[src/frame_pkg.sv]
package frame_pkg;

    // One serial data byte.
    typedef logic [7:0] byte_t;

    // Transmit frame id, also used for the running receive frame number.
    typedef logic [7:0] frame_id_t;

    // Byte count of a frame.
    typedef logic [7:0] len_t;

    // Receive word header holds ack id, frame number and byte count.
    localparam int RX_HDR_BYTES = 3;

    // Transmit word header holds frame id and length.
    localparam int TX_HDR_BYTES = 2;

    // Idle bit periods after a stop bit that close a receive frame.
    localparam int GAP_BITS = 16;

endpackage

[src/byte_rx_if.sv]
`timescale 1ns/1ps

interface byte_rx_if import frame_pkg::*; ();

    byte_t data;          // Last received byte.
    logic  data_valid;    // One-cycle pulse at mid stop bit.
    logic  idle;
    logic  end_of_frame;  // One-cycle pulse after the idle gap.

    modport rx_src (
        output data,
        output data_valid,
        output idle,
        output end_of_frame
    );

    modport rx_dst (
        input data,
        input data_valid,
        input idle,
        input end_of_frame
    );

endinterface

[src/baud_timer.sv]
`timescale 1ns/1ps

module baud_timer #(
    parameter int CLK_DIV = 8
) (
    input  logic clk,
    input  logic rst_n,
    input  logic run,
    output logic mid_tick,
    output logic end_tick
);

    // CLK_DIV must be at least 2.
    localparam int CW = $clog2(CLK_DIV);

    logic [CW-1:0] count;

    always_ff @(posedge clk or negedge rst_n) begin
        if (!rst_n) begin
            count <= '0;
        end else if (!run) begin
            count <= '0;
        end else if (count == CW'(CLK_DIV - 1)) begin
            count <= '0;
        end else begin
            count <= count + 1'b1;
        end
    end

    // The count is zero in the first cycle of run, so a bit period starts there.
    assign mid_tick = run && (count == CW'(CLK_DIV / 2));
    assign end_tick = run && (count == CW'(CLK_DIV - 1));

endmodule

[src/frame_rx_collect.sv]
`timescale 1ns/1ps

module frame_rx_collect import frame_pkg::*; #(
    parameter int RX_BYTES = 8
) (
    input  logic                  clk,
    input  logic                  rst_n,
    byte_rx_if.rx_dst             rxb,
    input  logic                  tx_enable,
    input  frame_id_t             ack_id,
    output logic [RX_BYTES*8-1:0] rxdata
);

    localparam int PAY_BYTES = RX_BYTES - RX_HDR_BYTES;
    localparam int PW        = PAY_BYTES * 8;

    logic [PW-1:0] pay_buf;
    len_t          count;
    frame_id_t     frame_num;
    logic          take;
    logic          clear;

    // Our own transmission is muted, and bytes past a full buffer are dropped.
    assign take  = rxb.data_valid && !tx_enable && (count < len_t'(PAY_BYTES));
    assign clear = rxb.end_of_frame || rxb.idle;

    always_ff @(posedge clk or negedge rst_n) begin
        if (!rst_n) begin
            count     <= '0;
            frame_num <= '0;
            rxdata    <= '0;
        end else begin
            if (rxb.end_of_frame) begin
                rxdata    <= {pay_buf, count, frame_num, ack_id};
                frame_num <= frame_num + 1'b1;
            end
            if (clear) begin
                count <= '0;
            end else if (take) begin
                count <= count + 1'b1;
            end
        end
    end

    // The newest byte sits in the lowest payload position.
    always_ff @(posedge clk) begin
        if (clear) begin
            pay_buf <= '0;  // Also clears the buffer after reset.
        end else if (take) begin
            pay_buf <= {pay_buf[PW-9:0], rxb.data};
        end
    end

endmodule

[src/frame_tx_ctrl.sv]
`timescale 1ns/1ps

module frame_tx_ctrl import frame_pkg::*; #(
    parameter int TX_BYTES = 8
) (
    input  logic                  clk,
    input  logic                  rst_n,
    input  logic [TX_BYTES*8-1:0] txdata,
    input  logic                  tx_busy,
    output byte_t                 tx_byte,
    output logic                  tx_start,
    output logic                  tx_enable,
    output frame_id_t             ack_id
);

    localparam int PAY_BYTES = TX_BYTES - TX_HDR_BYTES;
    localparam int PW        = PAY_BYTES * 8;

    typedef enum logic [1:0] {
        st_idle,
        st_load,
        st_wait_busy,
        st_done
    } tx_state_t;

    tx_state_t   state;
    frame_id_t   last_id;
    len_t        tx_len;
    len_t        remaining;
    logic        new_id;
    logic        send;
    logic [PW-1:0] pay;

    assign tx_len = txdata[8 +: 8];
    assign new_id = (txdata[7:0] != last_id);
    assign send   = (state == st_load) && !tx_busy && (remaining != '0);

    always_ff @(posedge clk or negedge rst_n) begin
        if (!rst_n) begin
            state     <= st_idle;
            last_id   <= '0;
            remaining <= '0;
            tx_start  <= 1'b0;
            tx_enable <= 1'b0;
            ack_id    <= '0;
        end else begin
            tx_start <= 1'b0;
            case (state)
                st_idle: begin
                    if (new_id) begin
                        last_id   <= txdata[7:0];
                        remaining <= (tx_len > len_t'(PAY_BYTES)) ? len_t'(PAY_BYTES) : tx_len;
                        tx_enable <= 1'b1;
                        state     <= st_load;
                    end
                end
                st_load: begin
                    if (send) begin
                        tx_start  <= 1'b1;
                        remaining <= remaining - 1'b1;
                        state     <= st_wait_busy;
                    end else if (!tx_busy) begin
                        tx_enable <= 1'b0;
                        ack_id    <= last_id;
                        state     <= st_done;
                    end
                end
                st_wait_busy: state <= st_load;  // tx_busy rises one cycle after the pulse.
                st_done:      state <= st_idle;
                default:      state <= st_idle;
            endcase
        end
    end

    // Payload byte 0 goes out first.
    always_ff @(posedge clk) begin
        if (state == st_idle && new_id) begin
            pay <= txdata[TX_HDR_BYTES*8 +: PW];
        end else if (send) begin
            tx_byte <= pay[7:0];
            pay     <= pay >> 8;
        end
    end

endmodule

[src/serial_frame_bridge.sv]
`timescale 1ns/1ps

module serial_frame_bridge import frame_pkg::*; #(
    parameter int CLK_DIV  = 8,
    parameter int RX_BYTES = 8,
    parameter int TX_BYTES = 8
) (
    input  logic                  clk,
    input  logic                  rst_n,
    input  logic                  rx,
    output logic                  tx,
    output logic                  tx_enable,
    output logic [RX_BYTES*8-1:0] rxdata,
    input  logic [TX_BYTES*8-1:0] txdata
);

    byte_t     tx_byte;
    logic      tx_start;
    logic      tx_busy;
    frame_id_t ack_id;

    byte_rx_if i_byte_rx ();

    uart_rx #(
        .CLK_DIV (CLK_DIV)
    ) i_uart_rx (
        .clk   (clk),
        .rst_n (rst_n),
        .rx    (rx),
        .rxb   (i_byte_rx.rx_src)
    );

    frame_rx_collect #(
        .RX_BYTES (RX_BYTES)
    ) i_frame_rx_collect (
        .clk       (clk),
        .rst_n     (rst_n),
        .rxb       (i_byte_rx.rx_dst),
        .tx_enable (tx_enable),
        .ack_id    (ack_id),
        .rxdata    (rxdata)
    );

    frame_tx_ctrl #(
        .TX_BYTES (TX_BYTES)
    ) i_frame_tx_ctrl (
        .clk       (clk),
        .rst_n     (rst_n),
        .txdata    (txdata),
        .tx_busy   (tx_busy),
        .tx_byte   (tx_byte),
        .tx_start  (tx_start),
        .tx_enable (tx_enable),
        .ack_id    (ack_id)
    );

    uart_tx #(
        .CLK_DIV (CLK_DIV)
    ) i_uart_tx (
        .clk      (clk),
        .rst_n    (rst_n),
        .tx_byte  (tx_byte),
        .tx_start (tx_start),
        .tx_busy  (tx_busy),
        .tx       (tx)
    );

endmodule

[src/uart_rx.sv]
`timescale 1ns/1ps

module uart_rx import frame_pkg::*; #(
    parameter int CLK_DIV = 8
) (
    input  logic      clk,
    input  logic      rst_n,
    input  logic      rx,
    byte_rx_if.rx_src rxb
);

    localparam int GW = $clog2(GAP_BITS);

    typedef enum logic [2:0] {
        st_idle,
        st_start,
        st_data,
        st_stop,
        st_gap
    } rx_state_t;

    rx_state_t     state;
    logic          rx_meta;
    logic          rx_sync;
    logic          rx_prev;
    logic          fall;
    logic          run;
    logic          mid_tick;
    logic          end_tick;
    logic [2:0]    bit_cnt;
    logic [GW-1:0] gap_cnt;
    logic          in_frame;  // At least one good byte since the last end of frame.
    byte_t         shift;

    always_ff @(posedge clk or negedge rst_n) begin
        if (!rst_n) begin
            rx_meta <= 1'b1;
            rx_sync <= 1'b1;
            rx_prev <= 1'b1;
        end else begin
            rx_meta <= rx;
            rx_sync <= rx_meta;
            rx_prev <= rx_sync;
        end
    end

    assign fall = rx_prev && !rx_sync;

    // A start bit inside the gap drops run for one cycle so the timer restarts at zero.
    assign run = (state != st_idle) && !(state == st_gap && fall);
    assign rxb.idle = (state == st_idle);

    baud_timer #(
        .CLK_DIV (CLK_DIV)
    ) i_baud_timer (
        .clk      (clk),
        .rst_n    (rst_n),
        .run      (run),
        .mid_tick (mid_tick),
        .end_tick (end_tick)
    );

    always_ff @(posedge clk or negedge rst_n) begin
        if (!rst_n) begin
            state            <= st_idle;
            bit_cnt          <= '0;
            gap_cnt          <= '0;
            in_frame         <= 1'b0;
            rxb.data_valid   <= 1'b0;
            rxb.end_of_frame <= 1'b0;
        end else begin
            rxb.data_valid   <= 1'b0;
            rxb.end_of_frame <= 1'b0;
            case (state)
                st_idle: begin
                    if (fall) state <= st_start;
                end
                st_start: begin
                    gap_cnt <= '0;
                    if (mid_tick) begin
                        bit_cnt <= '0;
                        if (rx_sync) begin
                            state <= in_frame ? st_gap : st_idle;  // Glitch, not a start bit.
                        end else begin
                            state <= st_data;
                        end
                    end
                end
                st_data: begin
                    if (mid_tick) begin
                        bit_cnt <= bit_cnt + 1'b1;
                        if (bit_cnt == 3'd7) state <= st_stop;
                    end
                end
                st_stop: begin
                    if (mid_tick) begin
                        rxb.data_valid <= rx_sync;  // A low stop bit drops the byte.
                        in_frame       <= in_frame || rx_sync;
                        state          <= (in_frame || rx_sync) ? st_gap : st_idle;
                    end
                end
                st_gap: begin
                    if (fall) begin
                        state <= st_start;
                    end else if (end_tick) begin
                        if (gap_cnt == GW'(GAP_BITS - 1)) begin
                            rxb.end_of_frame <= 1'b1;
                            in_frame         <= 1'b0;
                            state            <= st_idle;
                        end else begin
                            gap_cnt <= gap_cnt + 1'b1;
                        end
                    end
                end
                default: state <= st_idle;
            endcase
        end
    end

    // Data bits arrive LSB first.
    always_ff @(posedge clk) begin
        if (state == st_data && mid_tick) shift <= {rx_sync, shift[7:1]};
        if (state == st_stop && mid_tick) rxb.data <= shift;
    end

endmodule

[src/uart_tx.sv]
`timescale 1ns/1ps

module uart_tx import frame_pkg::*; #(
    parameter int CLK_DIV = 8
) (
    input  logic  clk,
    input  logic  rst_n,
    input  byte_t tx_byte,
    input  logic  tx_start,
    output logic  tx_busy,
    output logic  tx
);

    logic [9:0] frame;    // Stop bit, data bits, start bit, sent from bit 0 upward.
    logic [3:0] bit_cnt;
    logic       end_tick;

    baud_timer #(
        .CLK_DIV (CLK_DIV)
    ) i_baud_timer (
        .clk      (clk),
        .rst_n    (rst_n),
        .run      (tx_busy),
        .mid_tick (),
        .end_tick (end_tick)
    );

    always_ff @(posedge clk or negedge rst_n) begin
        if (!rst_n) begin
            tx_busy <= 1'b0;
            bit_cnt <= '0;
        end else if (!tx_busy) begin
            if (tx_start) begin
                tx_busy <= 1'b1;
                bit_cnt <= '0;
            end
        end else if (end_tick) begin
            if (bit_cnt == 4'd9) begin
                tx_busy <= 1'b0;  // Stop bit has been on the line for a full period.
            end else begin
                bit_cnt <= bit_cnt + 1'b1;
            end
        end
    end

    always_ff @(posedge clk) begin
        if (tx_start && !tx_busy) begin
            frame <= {1'b1, tx_byte, 1'b0};
        end else if (tx_busy && end_tick) begin
            frame <= {1'b1, frame[9:1]};
        end
    end

    assign tx = tx_busy ? frame[0] : 1'b1;

endmodule
[config.mk]
export PLATFORM = sky130hd
export DESIGN_NAME = serial_frame_bridge
export DESIGN_NICKNAME = d
export VERILOG_FILES = /design/src/frame_pkg.sv /design/src/byte_rx_if.sv /design/src/baud_timer.sv /design/src/frame_rx_collect.sv /design/src/frame_tx_ctrl.sv /design/src/serial_frame_bridge.sv /design/src/uart_rx.sv /design/src/uart_tx.sv
export SDC_FILE = /design/constraint.sdc
export NUM_CORES = 1
export LEC_CHECK = 0
export ABC_CLOCK_PERIOD_IN_PS = 3050
export BUFFER_PORTS_ARGS = -buffer_cell sky130_fd_sc_hd__buf_4
export CAP_MARGIN = 20
export CORE_MARGIN = 3
export CORE_UTILIZATION = 32
export CTS_CLUSTER_DIAMETER = 50
export DETAILED_ROUTE_END_ITERATION = 6
export GPL_TIMING_DRIVEN = 0
export MAX_ROUTING_LAYER = met4
export PLACE_DENSITY = 0.59
export SLEW_MARGIN = 20
export SYNTH_ARGS = -nofsm -noshare
export SYNTH_HDL_FRONTEND = slang
export SYNTH_SLANG_ARGS = --single-unit
[constraint.sdc]
create_clock -name clk -period 3.05 [get_ports clk]
set_input_delay 0.1525 -clock clk [delete_from_list [all_inputs] [get_ports clk]]
set_output_delay 0.1525 -clock clk [all_outputs]
set_load 0.005 [all_outputs]
# Word-level counts from Yosys, hierarchy flattened
# Index checks and enable logic that the tools add are counted.
[classes]
addsub = 8
magnitude_cmp = 2
eq_ne = 32
n_mux = 63
n_bitwise = 3
reduce_logical = 44
[ops]
columns = ["cell", "n"]
rows = [
  ["$mux W48", 2],
  ["$mux W3", 17],
  ["$mux W8", 5],
  ["$mux W4", 7],
  ["$mux W1", 20],
  ["$mux W9", 2],
  ["$add A8 B1 Y8 const B", 2],
  ["$ne A2 B2 Y1 const B", 8],
  ["$pmux W8 S2", 1],
  ["$reduce_bool A2 Y1", 8],
  ["$eq A3 B3 Y1 const B", 5],
  ["$logic_and A1 B1 Y1", 15],
  ["$pmux W3 S5", 1],
  ["$ne A2 B1 Y1 const B", 7],
  ["$reduce_and A3 Y1", 4],
  ["$add A3 B1 Y3 const B", 3],
  ["$add A4 B1 Y4 const B", 2],
  ["$eq A4 B4 Y1 const B", 2],
  ["$gt A8 B3 Y1 const B", 1],
  ["$lt A8 B3 Y1 const B", 1],
  ["$ne A8 B8 Y1", 1],
  ["$pmux W2 S4", 1],
  ["$pmux W4 S2", 1],
  ["$reduce_and A4 Y1", 2],
  ["other kinds (21)", 34],
]
[totals]
reg_bits = 256
output_inout_bits = 66
elab_cells = 181

# Longest topological paths before layout
# Gate-level depths: netlist of the first run.
[depth]
ltp_word = 9
mapped_depth = 9
depth_no_buf = 7

# Hierarchy
# From an unflattened synthesis of the first run, not the netlist that was laid out.
[hier_totals]
cells_unflattened = 766
area_unflattened_um2 = 10497.6
[modules_own_cells]
columns = ["module", "instances", "cells_each", "area_each_um2", "seq_area_each_um2"]
rows = [
  ["frame_rx_collect", 1, 335, 4564.4, 2802.7],
  ["frame_tx_ctrl", 1, 233, 3592.2, 2382.3],
  ["uart_rx", 1, 100, 1321.3, 884.6],
  ["uart_tx", 1, 72, 696.9, 385.4],
  ["baud_timer", 2, 13, 161.4, 75.1],
]

# Worst setup path before layout of the first run
# No wires, ideal clock.
[synth_timing]
path_kind = "register -> register"
from = "reg i_uart_tx.tx_busy"
to = "reg i_frame_tx_ctrl.remaining[1]"
setup_time_ns = 0.129
arrival_time_ns = 2.865
slack_ns = 0.056
path_stages_with_launch = 8
n_path_buf = 2
cell_sequence = "dfrtp_1 > buf_6 > or3b_1 > buf_6 > a31oi_4 > inv_1 > nand2_1 > mux2_2"
[synth_between]
elab_chain_len = 5
[synth_lines]
columns = ["item", "line", "source"]
rows = [
  ["start, declared", "uart_tx.sv:10", "output logic tx_busy,"],
  ["start signal, assigned", "uart_tx.sv:30", "tx_busy <= 1'b0;"],
  ["start signal, assigned", "uart_tx.sv:34", "tx_busy <= 1'b1;"],
  ["start signal, assigned", "uart_tx.sv:39", "tx_busy <= 1'b0;"],
  ["$logic_not A1 Y1", "-", ""],
  ["$logic_and A1 B1 Y1 (2 in a row)", "frame_tx_ctrl.sv:36", "assign send = (state == st_load) && !tx_busy && (remaining != '0);"],
  ["$ne A2 B1 Y1 (no source line)", "-", ""],
  ["$reduce_and A3 Y1 (no source line)", "-", ""],
  ["end signal, assigned", "frame_tx_ctrl.sv:52", "remaining <= (tx_len > len_t'(PAY_BYTES)) ? len_t'(PAY_BYTES) : tx_len;"],
  ["end signal, assigned", "frame_tx_ctrl.sv:60", "remaining <= remaining - 1'b1;"],
  ["end, declared", "frame_tx_ctrl.sv:29", "len_t remaining;"],
]
# No other way between the ends.
# A chain may end at the register's enable or synchronous reset.

# Worst setup path in the final report of the first run
# Same ends and word-level chain as after synthesis.

==> results of run 1 <==
critical path, delay by kind of cell (launching register included):
family | cells | cell delay, ps
AO/OA/AOI/OAI | 1 | 420
buffers and inverters | 4 | 660
flip-flops | 1 | 370
multiplexers | 1 | 340
AND/OR/NAND/NOR | 2 | 750
routing by layer:
layer	track usage, %	share of wire [%]	wire [um]	vias to the layer above
li1	-	-	-	2941
met1	16.8	45	9280	2931
met2	20.1	49	10000	96
met3	2.15	3.4	691	39
met4	4.02	2.3	478	0
met5	-	0	0	-
cell type report:
class | instances | area [um^2]
plain buffers | 32 | 151
multi-input cells | 379 | 3170
inverters | 14 | 52.6
well taps | 396 | 495
clock buffers | 49 | 980
repair buffers | 192 | 1630
flip-flops and latches | 256 | 6610
clock inverters | 13 | 135
fillers | 2767 | 17400
kinds of logic after synthesis:
group	after synthesis	share of synthesized area, %
AOI/OAI and AO/OA	88	7.08
xor gates and xnor gates	25	2.20
adders and majority gates	16	1.98
buffers and inverters	46	2.04
DFF	256	66.2
muxes	123	13.9
and+or+nand+nor	127	6.60
layout by cell type (no fill, tap or decap), types with 3 or more instances in the layout:
master	synthesis	routed
nand2b_1	3	3
clkbuf_1	16	26
nand3_1	7	7
mux2_2	122	122
dfstp_2	3	3
ha_1	15	15
clkbuf_8	0	3
buf_2	13	13
and3_1	4	4
clkbuf_16	0	36
nand2_1	33	32
inv_1	13	13
o21ai_0	14	14
nor2_1	28	28
dfxtp_1	41	41
xnor2_1	16	16
nand4_1	7	7
nor3_1	9	9
dfrtp_1	132	132
edfxtp_1	80	80
xor2_1	9	9
and2_1	16	16
nor2b_1	8	8
inv_6	0	4
a22o_1	48	48
a31oi_1	4	4
clkinv_2	0	3
a21oi_1	7	7
dlygate4sd3_1	0	58
buf_4	0	131
what timing repair did:
| item | CTS | global route |
|---|---|---|
| setup endpoints to repair | 0 | 1 |
| endpoints found under the hold margin | 128 | 0 |
| gates resized for setup | 0 | 1 |
| setup buffers | 0 | 0 |
| hold buffers | 58 | 0 |
synth_stat cells (2+ instances only):
| master | instances | area (um^2) |
|---|---|---|
| and3_1 | 4 | 25.0 |
| inv_1 | 13 | 48.8 |
| nand2b_1 | 3 | 18.8 |
| xnor2_1 | 16 | 140 |
| xor2_1 | 9 | 78.8 |
| and2_1 | 16 | 100 |
| o21a_1 | 2 | 15.0 |
| nand4_1 | 7 | 43.8 |
| o21ai_0 | 14 | 70.1 |
| nor2b_1 | 8 | 50.1 |
| a2111oi_0 | 2 | 17.5 |
| clkbuf_1 | 16 | 60.1 |
| nand3_1 | 7 | 35.0 |
| a31oi_1 | 4 | 25.0 |
| mux2_2 | 122 | 1370 |
| nand2_1 | 33 | 124 |
| nor3_1 | 9 | 45.0 |
| nor2_1 | 28 | 105 |
| buf_6 | 2 | 22.5 |
| dfstp_2 | 3 | 78.8 |
| ha_1 | 15 | 188 |
| dfxtp_1 | 41 | 821 |
| a21oi_1 | 7 | 35.0 |
| edfxtp_1 | 80 | 2400 |
| a22o_1 | 48 | 420 |
| or2_2 | 2 | 12.5 |
| buf_2 | 13 | 65.1 |
| dfrtp_1 | 132 | 3300 |
state kept, by name, summed over array words and instances (netlist names), 4 cells and up:
name                          cells
i_uart_rx.rxb.data                8
i_uart_rx.gap_cnt                 4
i_frame_rx_collect.count          8
i_uart_tx.frame                   9
i_frame_rx_collect.pay_buf       40
i_uart_rx.shift                   8
i_uart_tx.bit_cnt                 4
i_frame_tx_ctrl.remaining         8
i_frame_rx_collect.rxdata        64
i_frame_tx_ctrl.last_id           8
i_frame_tx_ctrl.ack_id            8
i_frame_tx_ctrl.pay              48
i_frame_tx_ctrl.tx_byte           8
i_frame_rx_collect.frame_num      8
final timing paths:
| path | start | endpoint |
|---|---|---|
| min reg2reg | i_uart_rx.rx_meta | i_uart_rx.rx_sync |
| max reg2reg | i_uart_tx.tx_busy | i_frame_tx_ctrl.remaining[1] |
| max | i_uart_tx.tx_busy | i_frame_tx_ctrl.remaining[1] |
| min | txdata[8] | i_frame_tx_ctrl.remaining[0] |
| min in group asynchronous | rst_n | i_frame_rx_collect.rxdata[27] |
| max in group asynchronous | rst_n | i_frame_rx_collect.rxdata[11] |
per-stage QoR:
stage	hold slack (ps)	TNS [ps]	instance area (um^2)	power [mW]	std cells
after detailed placement	178	0	11500	6.36	1211
after CTS	22.9	0	13200	10.3	1331
after global placement	266	-20200	11500	6.26	1209
final	40.7	0	13200	10.2	1331
after global routing	69.5	0	13200	10.7	1331
after floorplan	-143	0	9970	5.80	681
where the power goes:
group | switching [mW] | internal [mW]
sequential | 0.252 | 4.19
combinational | 0.999 | 0.900
clock | 1.49 | 2.36
total | 2.74 | 7.45
==> qor.yml, run 1 <==
cts_buffers: 34
cp_slowest_cell: "a31oi_4"
vias: 6007
final_layout_size_suffix_gt1_share_pct: 35.6
clock_sinks: 256
cp.required_ps: 3420
globalplace.congestion: 0.779
port_buffers: 132
die_x_um: 183
grt_pass1_wl_um: 33900
leakagePower_nw: 5.79
synth_edf_count: 80
core_area_um2: 30700
path_common_cell: "buf_6"
clock_skew_ps: 29.8
ys_warn_count: 0
crit_chain: "buf_6 > or3b_1 > buf_6 > a31oi_4 > inv_1 > nand2_4 > buf_16 > mux2_2"
final-hold-violation-count: 0
cp-start-kind: "register"
cp_max_fo: 28
cts_tree: "yes"
grt_pass1_vias: 6331
utilization_pct: 43.1
timing.fmax_mhz: 374
critPathKind: "register to register"
wirelength_um: 20500
drc: 0
worst_pin_slew_ps: 718
synth-seq-cells: 256
clock-root-buffer: "clkbuf_16"
ctsLongestPathBuffers: 3
wl_per_cell_um: 15.4
die_h_um: 183
cpPeakStageDelay_ps: 420
relSlewSlack_pct: 51.8
fp.dieArea_um2: 33300
drtIter0Drc: 317
hpwl_um: 14000
status: "completed"
nets: 991
netlist_instances: 681
fin_ws_ps: 373
clock_latency_ps: 510
antenna_left: 0
fin_crit_sh_pct: 87.8
synthArstFlopShare_pct: 52.7
final-setup-viol-count: 0
yosysSeqAreaShare_pct: 66.2
finalMaxSlewViolations: 0
htree_levels: 2
overflow: 0
cp-end-kind: "register"
io_pins: 133
postSynthAreaPerCell_um2: 14.6
syn_area_um2: 9970
grt_setup_unrepaired: "no"
synthDistinctLibCells: 53
hold_class: "input port to register"
first_pass_iters: 5
final.min_clock_period_ps: 2680
syn2layout_area_growth_pct: 32.6
start_util_pct: 32.5
grt_max_degree: 75
pwr_density_cell_nw_per_um2: 770
rrSetupSlack_ps: 370
cap_violations: 0
dpl_worst_slack_ps: 191
synth_flop_cell: "dfrtp_1"
r2r_cells: 8
path_clk_slew_ps: 50
std_cell_rows: 64
antenna_found_initial: 0
synth_fp_nets: 763
vdd_drop_max_mv: 0.342
via_per_inst: 4.51
grtUsageTotal_pct: 12.7
critPathArrivalTime_ps: 3050
whs_path_depth: 4
antenna_cells: 0
Note: power is estimated with default switching activity, not from simulation.
==> run 2: changes to the inputs <==
ABC_CLOCK_PERIOD_IN_PS = 2400   (was 3050)
SYNTH_HIERARCHICAL = 1   (was unset)
clock period = 2.4 ns   (was 3.05 ns; I/O delays follow)
==> run 2 against run 1 <==
Die area increased by 5.0%. Fmax increased by 16%. Highest routed layer unchanged. Sequential share of layout area decreased by 2.7 points. Largest power group is now clock.
==> qor.yml, run 2 <==
cp_max_fo: 14  # was 28
fp.dieArea_um2: 35000  # was 33300 um^2
rrSetupSlack_ps: 90  # was 370 ps
netlist_instances: 765  # was 681
port_buffers: 132  # unchanged
cts_buffers: 34  # unchanged
dpl_worst_slack_ps: -246  # was 191 ps
fillers: 2926  # was 2767
core_area_um2: 32000  # was 30700 um^2
clock_latency_ps: 490  # was 510 ps
ys_warn_count: 6  # was 0
fin_crit_sh_pct: 96.2  # was 87.8%
postSynthAreaPerCell_um2: 13.7  # was 14.6 um^2
fin_ws_ps: 91.1  # was 373 ps
r2r_cells: 8  # unchanged
multi_input_comb_area_um2: 3600  # was 3170 um^2
cpPeakStageDelay_ps: 470  # was 420 ps
design_area_um2: 14000  # was 13200 um^2
final.min_clock_period_ps: 2310  # was 2680 ps
final_cell_mix: "132 x dfrtp_1, 132 x buf_4, 124 x mux2_2"  # was 132 x dfrtp_1, 131 x buf_4, 122 x mux2_2
io_pins: 133  # unchanged
wirelength_um: 22200  # was 20500 um
std_cell_rows: 65  # was 64
syn2layout_area_growth_pct: 33.2  # was 32.6%
p_clk_share_pct: 49.1  # was 37.7%
clock_skew_ps: 14.0  # was 29.8 ps
critPathKind: "register to register"  # unchanged
min_to: "i_frame_tx_ctrl/remaining[0]"  # was i_frame_tx_ctrl.remaining[0]
htree_levels: 2  # unchanged
min_from: "txdata[8]"  # unchanged
netSwitchingPower_mw: 2.45  # was 2.74 mW
critPathArrivalTime_ps: 2680  # was 3050 ps
worst_pin_slew_ps: 752  # was 718 ps
syn_area_um2: 10500  # was 9970 um^2
via_per_inst: 4.45  # was 4.51
vias: 6478  # was 6007
vdd_drop_max_mv: 0.392  # was 0.342 mV
power_frac_comb_pct: 8.5  # was 18.6%
drc: 0  # unchanged
antenna_left: 0  # unchanged
wl_per_cell_um: 15.3  # was 15.4 um
cp.required_ps: 2770  # was 3420 ps
ctsLongestPathBuffers: 3  # unchanged
final_layout_size_suffix_gt1_share_pct: 36.8  # was 35.6%
finalMaxSlewViolations: 0  # unchanged
clock-root-buffer: "clkbuf_16"  # unchanged
overflow: 0  # unchanged
hpwl_um: 14900  # was 14000 um
pwr_density_cell_nw_per_um2: 781  # was 770 nW/um^2
placed_area_um2: 12100  # was 11500 um^2
grt_pass1_wl_um: 36600  # was 33900 um
use_met3_pct: 2.96  # was 2.15%
cp-start-kind: "register"  # unchanged
regMostFlops: "i_frame_rx_collect/rxdata"  # was i_frame_rx_collect.rxdata
cap_violations: 0  # unchanged
worstReg2RegStart: "i_frame_tx_ctrl/remaining[0]"  # was i_uart_tx.tx_busy
cp_slowest_cell: "or3b_2"  # was a31oi_4
swShare_pct: 22.4  # was 26.9%
grtUsageTotal_pct: 13.1  # was 12.7%
final-setup-viol-count: 0  # unchanged
busiest_layer: "met2"  # unchanged
first_pass_iters: 5  # unchanged
grt_max_degree: 80  # was 75
grt_pass1_vias: 6864  # was 6331
drtIter0Drc: 350  # was 317
area.sequential_um2: 6610  # unchanged
die_x_um: 187  # was 183 um
nets: 1079  # was 991
clock_sinks: 256  # unchanged
largest_reg_flops: 64  # unchanged
timing.fmax_mhz: 433  # was 374 MHz
whs_path_depth: 4  # unchanged
synth_fp_nets: 848  # was 763
intPower_mw: 8.46  # was 7.45 mW
reg_top3: "i_frame_rx_collect/rxdata (64), i_frame_tx_ctrl/pay (48), i_frame_rx_collect/pay_buf (40)"  # was i_frame_rx_collect.rxdata (64), i_frame_tx_ctrl.pay (48), i_frame_rx_collect.pay_buf (40)
hold-worst-slack_ps: 29.9  # was 40.7 ps
cp-end-kind: "register"  # unchanged
crit_chain: "inv_2 > ha_2 > or3b_2 > o21ai_4 > inv_4 > or2_4 > clkbuf_16 > mux2_4"  # was buf_6 > or3b_1 > buf_6 > a31oi_4 > inv_1 > nand2_4 > buf_16 > mux2_2
grt_setup_unrepaired: "no"  # unchanged
path_clk_slew_ps: 50  # about the same
met1_usage_pct: 17.0  # was 16.8%
status: "completed"  # unchanged
hold_class: "input port to register"  # unchanged
antenna_found_initial: 0  # unchanged
antenna_cells: 0  # unchanged
cts_tree: "yes"  # unchanged
globalplace.congestion: 0.718  # was 0.779
r2r_end: "i_frame_tx_ctrl/remaining[1]"  # was i_frame_tx_ctrl.remaining[1]
utilization_pct: 43.7  # was 43.1%
leakagePower_nw: 6.20  # was 5.79 nW
relSlewSlack_pct: 49.5  # was 51.8%
die_h_um: 187  # was 183 um
use_met2_pct: 20.5  # was 20.1%
p_seq_share_pct: 42.4  # was 43.6%
final-hold-violation-count: 0  # unchanged
start_util_pct: 32.8  # was 32.5%
==> run 2: changes by cell type in the layout (fill, tap and decap cells not counted), sizes merged, moves of 6 or more <==
cell / previous run / this run
a22o: 48 / 3
clkbuf: 65 / 72
mux2i: 1 / 45
nand2: 33 / 92
nor2: 28 / 21
or3: 0 / 9
xor2: 9 / 3
==> run 2: per-stage QoR <==
step           instances  TNS, ps  power [mW]
6_report            1457        0        10.9
5_1_grt             1457        0        11.4
4_1_cts             1455        0        11.1
3_5_place_dp        1333    -3240        5.54
3_3_place_gp        1332    -3000        5.52
2_1_floorplan        765        0        5.21
==> run 2: worst max-delay path by stage <==
stage / to / depth (start not counted) / from / slack (ps)
2_1_floorplan: i_frame_tx_ctrl/remaining[1] / 8 / i_frame_tx_ctrl/remaining[0] / 80
3_3_place_gp: i_uart_rx/shift[0] / 8 / i_uart_rx/state[0] / -220
3_5_place_dp: i_uart_rx/shift[1] / 8 / i_uart_rx/state[0] / -250
4_1_cts: i_frame_tx_ctrl/remaining[1] / 8 / i_frame_tx_ctrl/remaining[0] / 3
5_1_grt: i_frame_tx_ctrl/remaining[1] / 8 / i_frame_tx_ctrl/remaining[0] / 3
6_report: i_frame_tx_ctrl/remaining[1] / 8 / i_frame_tx_ctrl/remaining[0] / 90
==> run 2: power by group through the flow <==
stage	Sequential, mW	Clock, mW	Combinational (mW)
3_5_place_dp	4.71	0	0.831
4_1_cts	4.63	5.53	0.928
2_1_floorplan	4.69	0	0.520
6_report	4.63	5.36	0.927
3_3_place_gp	4.71	0	0.811
5_1_grt	4.64	5.72	1.05
==> run 2: routing by layer <==
layer / up-vias / routed length [um] / part of all wire [%]
li1: 3185 / - / -
met1: 3150 / 10300 / 46
met2: 108 / 10500 / 47
met3: 35 / 947 / 4.3
met4: 0 / 446 / 2.0
met5: - / 0 / 0
==> run 2: critical path: cells and delay by family, from the launching register on <==
| kind | cells | cell delay (ps) |
|---|---|---|
| simple gates | 2 | 760 |
| buf+inv | 3 | 340 |
| compound gates | 1 | 180 |
| mux | 1 | 300 |
| flops | 1 | 420 |
| fa+ha+maj | 1 | 180 |
==> run 2: final cells by class <==
| type | instances | share of cell area, % |
|---|---|---|
| flip-flops and latches | 256 | 47.3 |
| well taps | 435 | 3.90 |
| inverters | 21 | 0.582 |
| clock buffers | 48 | 7.51 |
| plain buffers | 35 | 1.81 |
| repair buffers | 195 | 11.8 |
| clock inverters | 14 | 1.34 |
| multi-input cells | 453 | 25.8 |
==> run 2: timing repair <==
| item | in CTS | in global routing |
|---|---|---|
| setup endpoints to repair | 78 | 92 |
| setup buffers | 1 | 0 |
| gates resized for setup | 8 | 24 |
| pin swaps | 1 | 1 |
| cloned | 0 | 2 |
| hold buffers | 59 | 0 |
| endpoints found under the hold margin | 114 | 0 |
